### config.mk
export PLATFORM = sky130hd
export DESIGN_NAME = eq_top
export DESIGN_NICKNAME = d
export VERILOG_FILES = /design/src/design/fir_pkg.sv /design/src/design/spi_reg_pkg.sv /design/src/design/coef_bank.sv /design/src/design/eq_top.sv /design/src/design/fir_eq.sv /design/src/design/reg_ctrl.sv /design/src/design/spi_slave.sv
export SDC_FILE = /design/constraint.sdc
export NUM_CORES = 2
export LEC_CHECK = 0
export ABC_CLOCK_PERIOD_IN_PS = 14400
export BUFFER_PORTS_ARGS = -buffer_cell sky130_fd_sc_hd__buf_2
export CAP_MARGIN = 20
export CORE_ASPECT_RATIO = 1.2
export CORE_MARGIN = 1
export CORE_UTILIZATION = 55
export CTS_BUF_LIST = sky130_fd_sc_hd__clkbuf_16
export DETAILED_ROUTE_END_ITERATION = 6
export GPL_ROUTABILITY_DRIVEN = 0
export GPL_TIMING_DRIVEN = 0
export MAX_ROUTING_LAYER = met4
export PLACE_DENSITY = 0.71
export SLEW_MARGIN = 5
export SYNTH_ARGS = -nofsm -noshare
export SYNTH_HDL_FRONTEND = slang
export SYNTH_SLANG_ARGS = --single-unit
### constraint.sdc
create_clock -name clk -period 14.4 [get_ports clk]
set_input_delay 1.44 -clock clk [delete_from_list [all_inputs] [get_ports clk]]
set_output_delay 1.44 -clock clk [all_outputs]
set_load 0.03 [all_outputs]
### src/design/fir_pkg.sv
package fir_pkg;

    //////////////////////////////////////////////////
    // Filter dimensions
    //////////////////////////////////////////////////

    localparam int NUM_TAPS     = 4;
    localparam int NUM_EQ       = 2;
    localparam int SAMPLE_BITS  = 16;
    localparam int COEF_BITS    = 16;
    localparam int EQ_SEL_BITS  = 6;
    localparam int TAP_SEL_BITS = 10;
    localparam int EQ_IDX_BITS  = $clog2(NUM_EQ);
    localparam int TAP_IDX_BITS = $clog2(NUM_TAPS);

    // Q1.15 coefficients
    localparam int Q_FRAC    = 15;
    localparam int PROD_BITS = SAMPLE_BITS + COEF_BITS;
    // Headroom for the tap sum
    localparam int ACC_BITS  = PROD_BITS + $clog2(NUM_TAPS);

    typedef logic signed [SAMPLE_BITS-1:0] sample_t;
    typedef logic signed [COEF_BITS-1:0]   coef_t;
    typedef logic signed [PROD_BITS-1:0]   prod_t;
    typedef logic signed [ACC_BITS-1:0]    acc_t;

    // Saturation limits
    localparam sample_t SAMPLE_MAX = 16'sh7fff;
    localparam sample_t SAMPLE_MIN = 16'sh8000;

    // One equalizer, tap 0 in the low word
    typedef coef_t [NUM_TAPS-1:0] coef_set_t;

    // Layout of the EQ/tap select register
    typedef struct packed {
        logic [EQ_SEL_BITS-1:0]  eq;
        logic [TAP_SEL_BITS-1:0] tap;
    } coef_sel_t;

endpackage

### src/design/spi_reg_pkg.sv
package spi_reg_pkg;

    //////////////////////////////////////////////////
    // SPI frame layout
    //////////////////////////////////////////////////

    // Op bit, then address, then data, MSB first
    localparam int FRAME_BITS = 32;
    localparam int ADDR_BITS  = 15;
    localparam int DATA_BITS  = 16;
    localparam int HDR_BITS   = FRAME_BITS - DATA_BITS;
    localparam int CNT_BITS   = $clog2(FRAME_BITS);

    // Read value for unmapped or out-of-range locations
    localparam logic [DATA_BITS-1:0] DEAD_WORD = 16'hdead;

    // Control register bit positions
    localparam int CTRL_FIR_EN = 0;
    localparam int CTRL_ACT_EQ = 1;

    // Frame bit 31, high for read
    typedef enum logic {
        OP_WRITE = 1'b0,
        OP_READ  = 1'b1
    } spi_op_e;

    //////////////////////////////////////////////////
    // Register map
    //////////////////////////////////////////////////

    typedef enum logic [ADDR_BITS-1:0] {
        REG_CONTROL    = 15'd0,
        REG_EQ_TAP_SEL = 15'd1,
        REG_MPIO       = 15'd2,
        REG_COEF_DATA  = 15'd3
    } reg_addr_e;

    // Decoded frame handed to the register controller
    typedef struct packed {
        spi_op_e                op;
        logic [ADDR_BITS-1:0]   addr;
        logic [DATA_BITS-1:0]   wdata;
    } spi_req_t;

    // Deframer states
    typedef enum logic [1:0] {
        ST_IDLE,
        ST_HEADER,
        ST_DATA
    } spi_state_e;

endpackage

### src/design/coef_bank.sv
`timescale 1ns/1ps

module coef_bank
    import fir_pkg::*;
(
    input  logic      clk,
    input  logic      arst_n,
    input  logic      we,
    input  coef_sel_t sel,
    input  coef_t     wdata,
    output coef_t     rdata,
    input  logic      act_eq,
    output coef_set_t act_set
);

    coef_set_t               bank_q [NUM_EQ];
    logic [EQ_IDX_BITS-1:0]  eq_idx;
    logic [TAP_IDX_BITS-1:0] tap_idx;
    logic                    sel_ok;

    //////////////////////////////////////////////////
    // Host access port
    //////////////////////////////////////////////////

    // Index bits only, range checked separately
    assign eq_idx  = sel.eq[EQ_IDX_BITS-1:0];
    assign tap_idx = sel.tap[TAP_IDX_BITS-1:0];
    assign sel_ok  = (sel.eq < NUM_EQ) && (sel.tap < NUM_TAPS);

    // All sets start at zero, filter output silent until loaded
    always_ff @(posedge clk or negedge arst_n) begin
        if (!arst_n) begin
            for (int e = 0; e < NUM_EQ; e++) begin
                bank_q[e] <= '0;
            end
        end else if (we && sel_ok) begin
            // Guard against aliasing on truncated index
            bank_q[eq_idx][tap_idx] <= wdata;
        end
    end

    // Combinational readback
    assign rdata = sel_ok ? bank_q[eq_idx][tap_idx] : '0;

    //////////////////////////////////////////////////
    // Filter side
    //////////////////////////////////////////////////

    // Whole active set, all taps in parallel
    assign act_set = bank_q[act_eq];

endmodule

### src/design/eq_top.sv
`timescale 1ns/1ps

module eq_top
    import spi_reg_pkg::*;
    import fir_pkg::*;
(
    input  logic                 clk,
    input  logic                 arst_n,
    input  logic                 spi_cs_n,
    input  logic                 spi_clk,
    input  logic                 spi_mosi,
    output logic                 spi_miso,
    input  logic [DATA_BITS-1:0] mpio_in,
    output logic [DATA_BITS-1:0] mpio_out,
    input  sample_t              sample_in,
    input  logic                 sample_valid,
    output sample_t              sample_out,
    output logic                 out_valid
);

    // SPI to controller
    spi_req_t             req;
    logic                 rd_stb;
    logic                 wr_stb;
    logic [DATA_BITS-1:0] rdata;
    // Controller to bank
    logic                 coef_we;
    coef_sel_t            coef_sel;
    coef_t                coef_wdata;
    coef_t                coef_rdata;
    // Filter configuration
    logic                 fir_en;
    logic                 act_eq;
    coef_set_t            act_set;

    //////////////////////////////////////////////////
    // Host side
    //////////////////////////////////////////////////

    spi_slave spi_slave0 (
        .clk      (clk),
        .arst_n   (arst_n),
        .spi_cs_n (spi_cs_n),
        .spi_clk  (spi_clk),
        .spi_mosi (spi_mosi),
        .spi_miso (spi_miso),
        .req      (req),
        .rd_stb   (rd_stb),
        .wr_stb   (wr_stb),
        .rdata    (rdata)
    );

    reg_ctrl reg_ctrl0 (
        .clk        (clk),
        .arst_n     (arst_n),
        .req        (req),
        .rd_stb     (rd_stb),
        .wr_stb     (wr_stb),
        .rdata      (rdata),
        .mpio_in    (mpio_in),
        .mpio_out   (mpio_out),
        .coef_we    (coef_we),
        .coef_sel   (coef_sel),
        .coef_wdata (coef_wdata),
        .coef_rdata (coef_rdata),
        .fir_en     (fir_en),
        .act_eq     (act_eq)
    );

    //////////////////////////////////////////////////
    // Audio side
    //////////////////////////////////////////////////

    coef_bank coef_bank0 (
        .clk     (clk),
        .arst_n  (arst_n),
        .we      (coef_we),
        .sel     (coef_sel),
        .wdata   (coef_wdata),
        .rdata   (coef_rdata),
        .act_eq  (act_eq),
        .act_set (act_set)
    );

    fir_eq fir_eq0 (
        .clk          (clk),
        .arst_n       (arst_n),
        .en           (fir_en),
        .coefs        (act_set),
        .sample_in    (sample_in),
        .sample_valid (sample_valid),
        .sample_out   (sample_out),
        .out_valid    (out_valid)
    );

endmodule

### src/design/fir_eq.sv
`timescale 1ns/1ps

module fir_eq
    import fir_pkg::*;
(
    input  logic      clk,
    input  logic      arst_n,
    input  logic      en,
    input  coef_set_t coefs,
    input  sample_t   sample_in,
    input  logic      sample_valid,
    output sample_t   sample_out,
    output logic      out_valid
);

    sample_t dly_q  [NUM_TAPS-1];
    sample_t tap_in [NUM_TAPS];
    prod_t   prod_q [NUM_TAPS];
    sample_t byp_q;
    logic    vld_q;
    acc_t    acc;
    acc_t    acc_shr;
    sample_t sat;

    // Tap 0 is the new sample and the rest come from the delay line
    always_comb begin
        tap_in[0] = sample_in;
        for (int i = 1; i < NUM_TAPS; i++) begin
            tap_in[i] = dly_q[i-1];
        end
    end

    //////////////////////////////////////////////////
    // Stage 1 delay line and products
    //////////////////////////////////////////////////

    always_ff @(posedge clk or negedge arst_n) begin
        if (!arst_n) begin
            for (int i = 0; i < NUM_TAPS - 1; i++) begin
                dly_q[i] <= '0;
            end
            vld_q     <= 1'b0;
            out_valid <= 1'b0;
        end else begin
            if (sample_valid) begin
                for (int i = 0; i < NUM_TAPS - 1; i++) begin
                    dly_q[i] <= tap_in[i];
                end
            end
            vld_q     <= sample_valid;
            out_valid <= vld_q;
        end
    end

    // Products and bypass copy move only with a new sample
    always_ff @(posedge clk or negedge arst_n) begin
        if (!arst_n) begin
            for (int i = 0; i < NUM_TAPS; i++) begin
                prod_q[i] <= '0;
            end
            byp_q      <= '0;
            sample_out <= '0;
        end else begin
            if (sample_valid) begin
                for (int i = 0; i < NUM_TAPS; i++) begin
                    prod_q[i] <= tap_in[i] * $signed(coefs[i]);
                end
                byp_q <= sample_in;
            end
            if (vld_q) begin
                sample_out <= en ? sat : byp_q;
            end
        end
    end

    //////////////////////////////////////////////////
    // Stage 2 sums, scales and saturates
    //////////////////////////////////////////////////

    always_comb begin
        acc = '0;
        for (int i = 0; i < NUM_TAPS; i++) begin
            acc = acc + prod_q[i];
        end
        // Arithmetic shift back to Q1.15 keeps the sign
        acc_shr = acc >>> Q_FRAC;
        if (acc_shr > SAMPLE_MAX) begin
            sat = SAMPLE_MAX;
        end else if (acc_shr < SAMPLE_MIN) begin
            sat = SAMPLE_MIN;
        end else begin
            sat = acc_shr[SAMPLE_BITS-1:0];
        end
    end

    // Fixed two-cycle latency even for back-to-back samples
    assert property (@(posedge clk) disable iff (!arst_n)
        out_valid == $past(sample_valid, 2));

endmodule

### src/design/reg_ctrl.sv
`timescale 1ns/1ps

module reg_ctrl
    import spi_reg_pkg::*;
    import fir_pkg::*;
(
    input  logic                 clk,
    input  logic                 arst_n,
    input  spi_req_t             req,
    input  logic                 rd_stb,
    input  logic                 wr_stb,
    output logic [DATA_BITS-1:0] rdata,
    input  logic [DATA_BITS-1:0] mpio_in,
    output logic [DATA_BITS-1:0] mpio_out,
    output logic                 coef_we,
    output coef_sel_t            coef_sel,
    output coef_t                coef_wdata,
    input  coef_t                coef_rdata,
    output logic                 fir_en,
    output logic                 act_eq
);

    logic [DATA_BITS-1:0] ctrl_q;
    coef_sel_t            sel_q;
    logic                 sel_ok;
    logic [DATA_BITS-1:0] rd_mux;

    // Select must point inside the bank
    assign sel_ok = (sel_q.eq < NUM_EQ) && (sel_q.tap < NUM_TAPS);

    //////////////////////////////////////////////////
    // Register writes
    //////////////////////////////////////////////////

    always_ff @(posedge clk or negedge arst_n) begin
        if (!arst_n) begin
            ctrl_q   <= '0;
            sel_q    <= '0;
            mpio_out <= '0;
        end else if (wr_stb) begin
            case (req.addr)
                REG_CONTROL:    ctrl_q   <= req.wdata;
                REG_EQ_TAP_SEL: sel_q    <= coef_sel_t'(req.wdata);
                REG_MPIO:       mpio_out <= req.wdata;
                // Coef data goes to the bank, unmapped writes drop
                default: ;
            endcase
        end
    end

    // Coefficient write port, fires in the wr_stb cycle
    assign coef_we    = wr_stb && (req.addr == REG_COEF_DATA) && sel_ok;
    assign coef_sel   = sel_q;
    assign coef_wdata = coef_t'(req.wdata);

    // Filter configuration
    assign fir_en = ctrl_q[CTRL_FIR_EN];
    assign act_eq = ctrl_q[CTRL_ACT_EQ];

    //////////////////////////////////////////////////
    // Register reads
    //////////////////////////////////////////////////

    always_comb begin
        rd_mux = DEAD_WORD;
        case (req.addr)
            REG_CONTROL:    rd_mux = ctrl_q;
            REG_EQ_TAP_SEL: rd_mux = sel_q;
            // MPIO reads the input pins, not the written value
            REG_MPIO:       rd_mux = mpio_in;
            REG_COEF_DATA: begin
                if (sel_ok) begin
                    rd_mux = coef_rdata;
                end
            end
            default: ;
        endcase
    end

    // Read word ready the cycle after rd_stb
    always_ff @(posedge clk or negedge arst_n) begin
        if (!arst_n) begin
            rdata <= '0;
        end else if (rd_stb) begin
            rdata <= rd_mux;
        end
    end

    // Bank never sees a write outside its sets
    assert property (@(posedge clk) disable iff (!arst_n)
        coef_we |-> (coef_sel.eq < NUM_EQ) && (coef_sel.tap < NUM_TAPS));

endmodule

### src/design/spi_slave.sv
`timescale 1ns/1ps

module spi_slave
    import spi_reg_pkg::*;
(
    input  logic                 clk,
    input  logic                 arst_n,
    input  logic                 spi_cs_n,
    input  logic                 spi_clk,
    input  logic                 spi_mosi,
    output logic                 spi_miso,
    output spi_req_t             req,
    output logic                 rd_stb,
    output logic                 wr_stb,
    input  logic [DATA_BITS-1:0] rdata
);

    logic [1:0]           sclk_sync;
    logic [1:0]           cs_sync;
    logic [1:0]           mosi_sync;
    logic                 sclk_prev;
    logic                 cs_prev;
    logic                 sclk_rise;
    logic                 sclk_fall;
    logic                 cs_fall;
    logic                 cs_idle;
    logic                 mosi_bit;
    spi_state_e           state;
    logic [CNT_BITS-1:0]  bit_cnt;
    logic [DATA_BITS-1:0] shreg;
    logic [DATA_BITS-1:0] txreg;
    logic                 rd_pend;

    //////////////////////////////////////////////////
    // Pin synchronizers and edge detect
    //////////////////////////////////////////////////

    // cs_n resets high so no false frame start
    always_ff @(posedge clk or negedge arst_n) begin
        if (!arst_n) begin
            sclk_sync <= '0;
            cs_sync   <= '1;
            mosi_sync <= '0;
            sclk_prev <= 1'b0;
            cs_prev   <= 1'b1;
        end else begin
            sclk_sync <= {sclk_sync[0], spi_clk};
            cs_sync   <= {cs_sync[0], spi_cs_n};
            mosi_sync <= {mosi_sync[0], spi_mosi};
            sclk_prev <= sclk_sync[1];
            cs_prev   <= cs_sync[1];
        end
    end

    assign sclk_rise = sclk_sync[1] & ~sclk_prev;
    assign sclk_fall = ~sclk_sync[1] & sclk_prev;
    assign cs_fall   = ~cs_sync[1] & cs_prev;
    assign cs_idle   = cs_sync[1];
    // MOSI delayed as much as SCLK, so sampled on the same edge
    assign mosi_bit  = mosi_sync[1];

    //////////////////////////////////////////////////
    // Deframer
    //////////////////////////////////////////////////

    always_ff @(posedge clk or negedge arst_n) begin
        if (!arst_n) begin
            state    <= ST_IDLE;
            bit_cnt  <= '0;
            shreg    <= '0;
            txreg    <= '0;
            req      <= '0;
            rd_stb   <= 1'b0;
            wr_stb   <= 1'b0;
            rd_pend  <= 1'b0;
            spi_miso <= 1'b0;
        end else begin
            rd_stb  <= 1'b0;
            wr_stb  <= 1'b0;
            rd_pend <= rd_stb;
            case (state)
                ST_IDLE: begin
                    spi_miso <= 1'b0;
                    bit_cnt  <= '0;
                    // Fresh frame starts on the cs_n falling edge only
                    if (cs_fall) begin
                        txreg <= '0;
                        state <= ST_HEADER;
                    end
                end
                ST_HEADER: begin
                    // Early cs_n rise drops the frame
                    if (cs_idle) begin
                        state <= ST_IDLE;
                    end else if (sclk_rise) begin
                        shreg   <= {shreg[DATA_BITS-2:0], mosi_bit};
                        bit_cnt <= bit_cnt + 1'b1;
                        // 16th bit, op sits at shreg[14]
                        if (bit_cnt == CNT_BITS'(HDR_BITS - 1)) begin
                            req.op   <= spi_op_e'(shreg[HDR_BITS-2]);
                            req.addr <= {shreg[ADDR_BITS-2:0], mosi_bit};
                            rd_stb   <= (shreg[HDR_BITS-2] == OP_READ);
                            state    <= ST_DATA;
                        end
                    end
                end
                ST_DATA: begin
                    if (cs_idle) begin
                        state <= ST_IDLE;
                    end else begin
                        // Mode 0, MISO moves on the falling edge
                        if (sclk_fall) begin
                            spi_miso <= txreg[DATA_BITS-1];
                            txreg    <= {txreg[DATA_BITS-2:0], 1'b0};
                        end
                        if (sclk_rise) begin
                            shreg   <= {shreg[DATA_BITS-2:0], mosi_bit};
                            bit_cnt <= bit_cnt + 1'b1;
                            // Last bit, write strobe only for write frames
                            if (bit_cnt == CNT_BITS'(FRAME_BITS - 1)) begin
                                req.wdata <= {shreg[DATA_BITS-2:0], mosi_bit};
                                wr_stb    <= (req.op == OP_WRITE);
                                state     <= ST_IDLE;
                            end
                        end
                    end
                end
                default: state <= ST_IDLE;
            endcase
            // Read word lands one cycle after rd_stb, well before the next fall
            if (rd_pend) begin
                txreg <= rdata;
            end
        end
    end

    // One frame never yields both strobes
    assert property (@(posedge clk) disable iff (!arst_n) !(rd_stb && wr_stb));

endmodule

; ---- After elaboration in Yosys (flattened, before gate mapping)
; Index checks and enable logic that the tools add are counted.
[op_classes]
bitwise_logic = 9
reduce_logical = 22
n_mul = 4
magnitude_cmp = 9
mux = 45
addsub = 4
eq_ne = 19
[ops]
columns = op, count
row1 = 64-bit two-way mux, 7
row2 = 16-bit two-way mux, 10
row3 = 128-bit bitwise mux, 1
row4 = 16-bit by 16-bit multiplier with 32-bit output, 4
row5 = 64-bit demux with 1-bit select, 1
row6 = 16-bit one-hot mux with 4 select lines, 1
row7 = 33-bit by 32-bit adder with 34-bit output, 1
row8 = 34-bit by 32-bit adder with 34-bit output, 1
row9 = 32-bit by 32-bit adder with 33-bit output, 1
row10 = 16-bit binary-select mux with 2-bit select, 1
row11 = 16-bit demux with 2-bit select, 1
row12 = 16-bit one-hot mux with 2 select lines, 1
row13 = "15-bit by 2-bit == test with 1-bit output, second input constant", 2
row14 = "19-bit by 16-bit > comparator with 1-bit output, second input constant", 1
row15 = "19-bit by 16-bit less-than comparator with 1-bit output, second input constant", 1
row16 = "3-bit by 1-bit inequality test with 1-bit output, second input constant", 6
row17 = "15-bit by 1-bit == test with 1-bit output, second input constant", 1
row18 = 15-bit zero test, 1
row19 = 2-bit two-way mux, 7
row20 = 4-bit AND reduction, 3
row21 = "10-bit by 3-bit less-than comparator with 1-bit output, second input constant", 1
row22 = 1-bit two-way mux, 10
row23 = 5-bit two-way mux, 2
row24 = 5-bit one-hot mux with 2 select lines, 1
row25 = 26 further kinds, 46
[totals]
reg_bits = 468
wordCells = 151
output_inout_bits = 34

; ---- Logic depth before layout (Yosys ltp)
[logic_depth]
word_depth = 8
ltp_mapped = 29
mapped_depth_nobuf = 24

; ---- By module
; A second synthesis with hierarchy kept.
[hier_totals]
hier_cells = 6218
hier_area_um2 = 62712.6
[by_module_without_submodules]
columns = mod, instances, seq_area_each_um2, area_each_um2, cells_per_inst
row1 = fir_eq, 1, 4854.7, 49002.0, 5201
row2 = coef_bank, 1, 3203.1, 7024.2, 494
row3 = spi_slave, 1, 2055.7, 3529.6, 255
row4 = reg_ctrl, 1, 1601.5, 3156.8, 268

; ---- Least setup slack after synthesis
; OpenSTA, ideal clock, no wires.
[synth_path]
kind = register to register
startpoint = register reg_ctrl0.ctrl_q[1]
endpoint = register fir_eq0.prod_q[63] (netlist bit)
path_slack_ps = 6941
period_less_slack_ps = 7459
stages_incl_launch_ff = 26
required_ps = 14313
t_arrival_ps = 7372
setup_ps = 87
path_cell_list = dfrtp_1 -> clkbuf_1 -> buf_1 -> buf_1 -> mux2i_1 -> clkbuf_1 -> nor2_1 -> fa_1 -> fa_1 -> fa_1 -> fa_1 -> fa_1 -> inv_1 -> fa_1 -> inv_1 -> ha_1 -> a21o_1 -> a21oi_1 -> o21bai_1 -> a21o_1 -> a21oi_1 -> a21oi_1 -> o41a_1 -> o41ai_1 -> or4b_1 -> o211ai_1
[synth_via]
elab_chain_len = 5
[synth_rtl]
columns = item, line_no
row1 = from (decl), reg_ctrl.sv:23  ; logic [DATA_BITS-1:0] ctrl_q;
row2 = from (signal assigned), reg_ctrl.sv:42  ; REG_CONTROL: ctrl_q <= req.wdata;
row3 = 1-bit inverter with 2-bit output (not written as such), coef_bank.sv:50  ; assign act_set = bank_q[act_eq];
row4 = 64-bit two-way mux (not written as such) (3 in series), coef_bank.sv:50
row5 = 16-bit by 16-bit multiplier with 32-bit output, fir_eq.sv:66  ; prod_q[i] <= tap_in[i] * $signed(coefs[i]);
row6 = "to (signal, indexed assignment)", fir_eq.sv:66
row7 = to (decl), fir_eq.sv:18  ; prod_t prod_q [NUM_TAPS];
; Every way passes these cells. The select of a mux whose other input is x is not followed.
; A chain may end at the register's enable or synchronous reset.

; ---- Final worst setup path
[layout_path]
startpoint = register reg_ctrl0.ctrl_q[1]
endpoint = register fir_eq0.prod_q[28] (netlist bit)
; The elaborated chain is that of the path after synthesis.

==> metrics <==
Max transition margin=approximately a quarter; Vias/cell=about 5.6; pwr/cell area=46.35 nW/um^2; RSZ-0062 raised after global routing=no; top_reg_cell synth=dfrtp_1; CTS max path bufs=3; Layout Skew=about 0.044 ns; Syn Nets=7666; Detailed Route WL=approximately 170000 um; WS Path Type=reg -> reg; global route total overflow=0; Initial Util=55.68%; register bit total from synthesis=468; initial antenna violation count=6; # DRC=0; max cap viols=0; Critical Path End Type=flip-flop; Root Driver=clkbuf_16; initial detailed-routing violation count=3371; H-tree depth=2; smallest hold slack=around 0.36 ns; first-pass GRT wire length=between 200000 and 300000 um; CTS sink count=between 400 and 500; Peak VDD IR=0.08665 mV; width of the die=between 300 and 400 um; per-cell routed wire length=roughly 22 um; WHS Path Cells=0; placed cell area=approximately 65000 um^2; Final ANT Viol Nets=0; max-slew violation count=0; total track usage=approximately 33%; Pleak=34.04 nW; fraction of layout instances using a drive strength above 1=9.850%; CTS tree=done; CTS Buf Count=50; Tmin final=~9.6 ns; die footprint=114200 um^2; Nets=between 7000 and 8000; most frequent cell after synthesis=inv_1; final worst path period share=between 60% and 70%; Crit path required time=~15 ns; clock slew at reported path FFs=~0.060 ns; Final Hold Fails=0; routed vias=between 40000 and 50000; Slew @ Worst Pin=between 1 and 1.5 ns; CP startpoint kind=flip-flop; Hold Buf Count CTS=0; pin count of the biggest net entering global routing=approximately 120; PostCTS Resize Cnt=0; DP Worst Slack=about 5.1 ns; sequential fraction of the synthesis area=18.87%; drt first pass iters=6; Mapped Cells=around 6200; total power=slightly above 0.003 W; post-synth cell types=83; Ports=between 70 and 80; largest area contributor in the netlist=fa_1; clk_lat worst skew=between 0.6 and 0.7 ns; HPWL after detailed placement=between 100000 and 150000 um; setup TNS=0 ns; max frequency=roughly 0.10 GHz; asr flop ratio synth=100.0%; vias in the first global route=47878; outcome=completed; Worst EP arrival=a little over 10 ns; Die Ht=about 370 um; CORE AREA=111500 um^2; top cells by count, synth=inv_1 (1302), fa_1 (1112), nand2_1 (591), dfrtp_1 (465), ha_1 (366); synthesis warning total=0; Port Buffers=71; maximum fanout along the worst path=10; worst r2r path cells=23; FP Rows=approximately 130; Post-Syn Area=62080 um^2; area share of the largest cell type after synthesis=a little over a third; area grow syn2layout=6.597%; final worst slack=around 4.8 ns; syn_area_per_cell=10.09 um^2; Synth area leaders=fa_1 (36%), dfrtp_1 (19%), inv_1 (7.9%); Design Area, Final=about 66000 um^2; Final setup viols=0; EDFF count, synth=0; Post CTS Setup Buffer Count=0; Min-Delay Path Class=reg -> reg
==> final cells by class <==
cell class	count	area [um^2]
Antenna cell	2	5.005
Buffer	261	1001
Clock buffer	50	1251
Clock inverter	36	331.6
Fill cell	9346	45320
Inverter	1303	4891
Multi-Input combinational cell	4118	44490
Sequential cell	468	11720
Tap cell	1496	1872
Timing Repair Buffer	89	616.8
==> cells by family (layout without fill, tap and decap cells) <==
family | count (synthesis) | after routing | share of synthesized area (%)
xor+xnor | 137 | 137 | 1.933
simple gates | 1514 | 1514 | 12.12
other cells | 0 | 2 | 0
mux | 445 | 445 | 8.524
flops | 468 | 468 | 18.87
fa+ha+maj | 1478 | 1478 | 43.24
compound gates | 544 | 544 | 5.825
buf+inv | 1564 | 1739 | 9.491
==> layer usage <==
| layer | vias up | share of wire (%) | global-route usage (%) | wire, um |
|---|---|---|---|---|
| met2 | 1633 | 49 | 53.40 | 84410 |
| met1 | 22717 | 38 | 41.18 | 66620 |
| met4 | 0 | 6.4 | 16.70 | 11190 |
| li1 | 19193 | - | - | - |
| met5 | - | 0 | - | 0 |
| met3 | 452 | 6.5 | 4.068 | 11340 |
==> stage by stage <==
step,cells,utilization (%)
global route,7822,59.35
floorplan,6150,-
detailed placement,7732,57.90
CTS,7818,59.32
finish,7823,59.35
global placement,7717,57.67
==> power by group <==
part / internal [W] / switching (W) / total (W)
sequential: 0.00135 / 0.0000843 / 0.00144
combinational: 0.000112 / 0.000255 / 0.000366
clock: 0.000706 / 0.000556 / 0.00126
==> layout by cell type, fill, tap and decap left out, drive strengths merged, types with 31 or more instances in the layout <==
cell | Yosys | routed
mux4 | 31 | 31
nand2 | 591 | 591
nor2 | 178 | 178
clkbuf | 221 | 271
fa | 1112 | 1112
inv | 1302 | 1312
nand3 | 31 | 31
xnor2 | 101 | 101
xor2 | 36 | 36
a21o | 71 | 71
nand2b | 55 | 55
mux2i | 55 | 55
and2 | 239 | 239
a31oi | 43 | 43
buf | 40 | 128
ha | 366 | 366
nor2b | 280 | 280
a21oi | 108 | 108
o21ai | 146 | 146
mux2 | 359 | 359
dfrtp | 465 | 465
nor3 | 39 | 39
==> state kept, by name (all words and copies together), names as in the netlist, 5 cells and up <==
name,cells
coef_bank0.bank_q,128
fir_eq0.prod_q,128
fir_eq0.dly_q,48
spi_slave0.req,32
fir_eq0.sample_out,16
reg_ctrl0.coef_sel,16
reg_ctrl0.ctrl_q,16
reg_ctrl0.mpio_out,16
reg_ctrl0.rdata,16
spi_slave0.txreg,16
spi_slave0.shreg,15
spi_slave0.bit_cnt,5
==> path summary, 6_finish.rpt <==
| kind | from | end | slack, ns |
|---|---|---|---|
| setup / recovery | reg_ctrl0.ctrl_q[1]$_DFFE_PN0P_ | fir_eq0.prod_q[28]$_DFFE_PN0P_ | 4.82 |
| hold / removal | spi_slave0.sclk_sync[0]$_DFF_PN0_ | spi_slave0.sclk_sync[1]$_DFF_PN0_ | 0.36 |
| setup reg to reg | reg_ctrl0.ctrl_q[1]$_DFFE_PN0P_ | fir_eq0.prod_q[28]$_DFFE_PN0P_ | 4.82 |
| hold reg to reg | spi_slave0.sclk_sync[0]$_DFF_PN0_ | spi_slave0.sclk_sync[1]$_DFF_PN0_ | 0.36 |
| max in group asynchronous | arst_n | fir_eq0.sample_out[14]$_DFFE_PN0P_ | 11.65 |
| min in group asynchronous | arst_n | spi_slave0.txreg[8]$_DFFE_PN0P_ | 0.76 |
==> critical path, cell delays in order (launching register included) <==
cell and delay [ns]:
dfrtp_1 0.33, clkbuf_1 0.34, buf_1 0.63, buf_1 0.75, mux2i_1 0.95, clkbuf_1 0.57
nor2_1 0.15, fa_1 0.55, fa_1 0.45, fa_1 0.52, fa_1 0.48, fa_1 0.52
inv_1 0.05, fa_1 0.48, inv_1 0.04, ha_1 0.37, o2111ai_1 0.13, a21oi_1 0.17
o21ai_0 0.15, a21o_1 0.23, a31oi_1 0.36, a31oi_1 0.17, xnor2_1 0.76, mux2_2 0.30
Power figures use the tool's default switching activity.
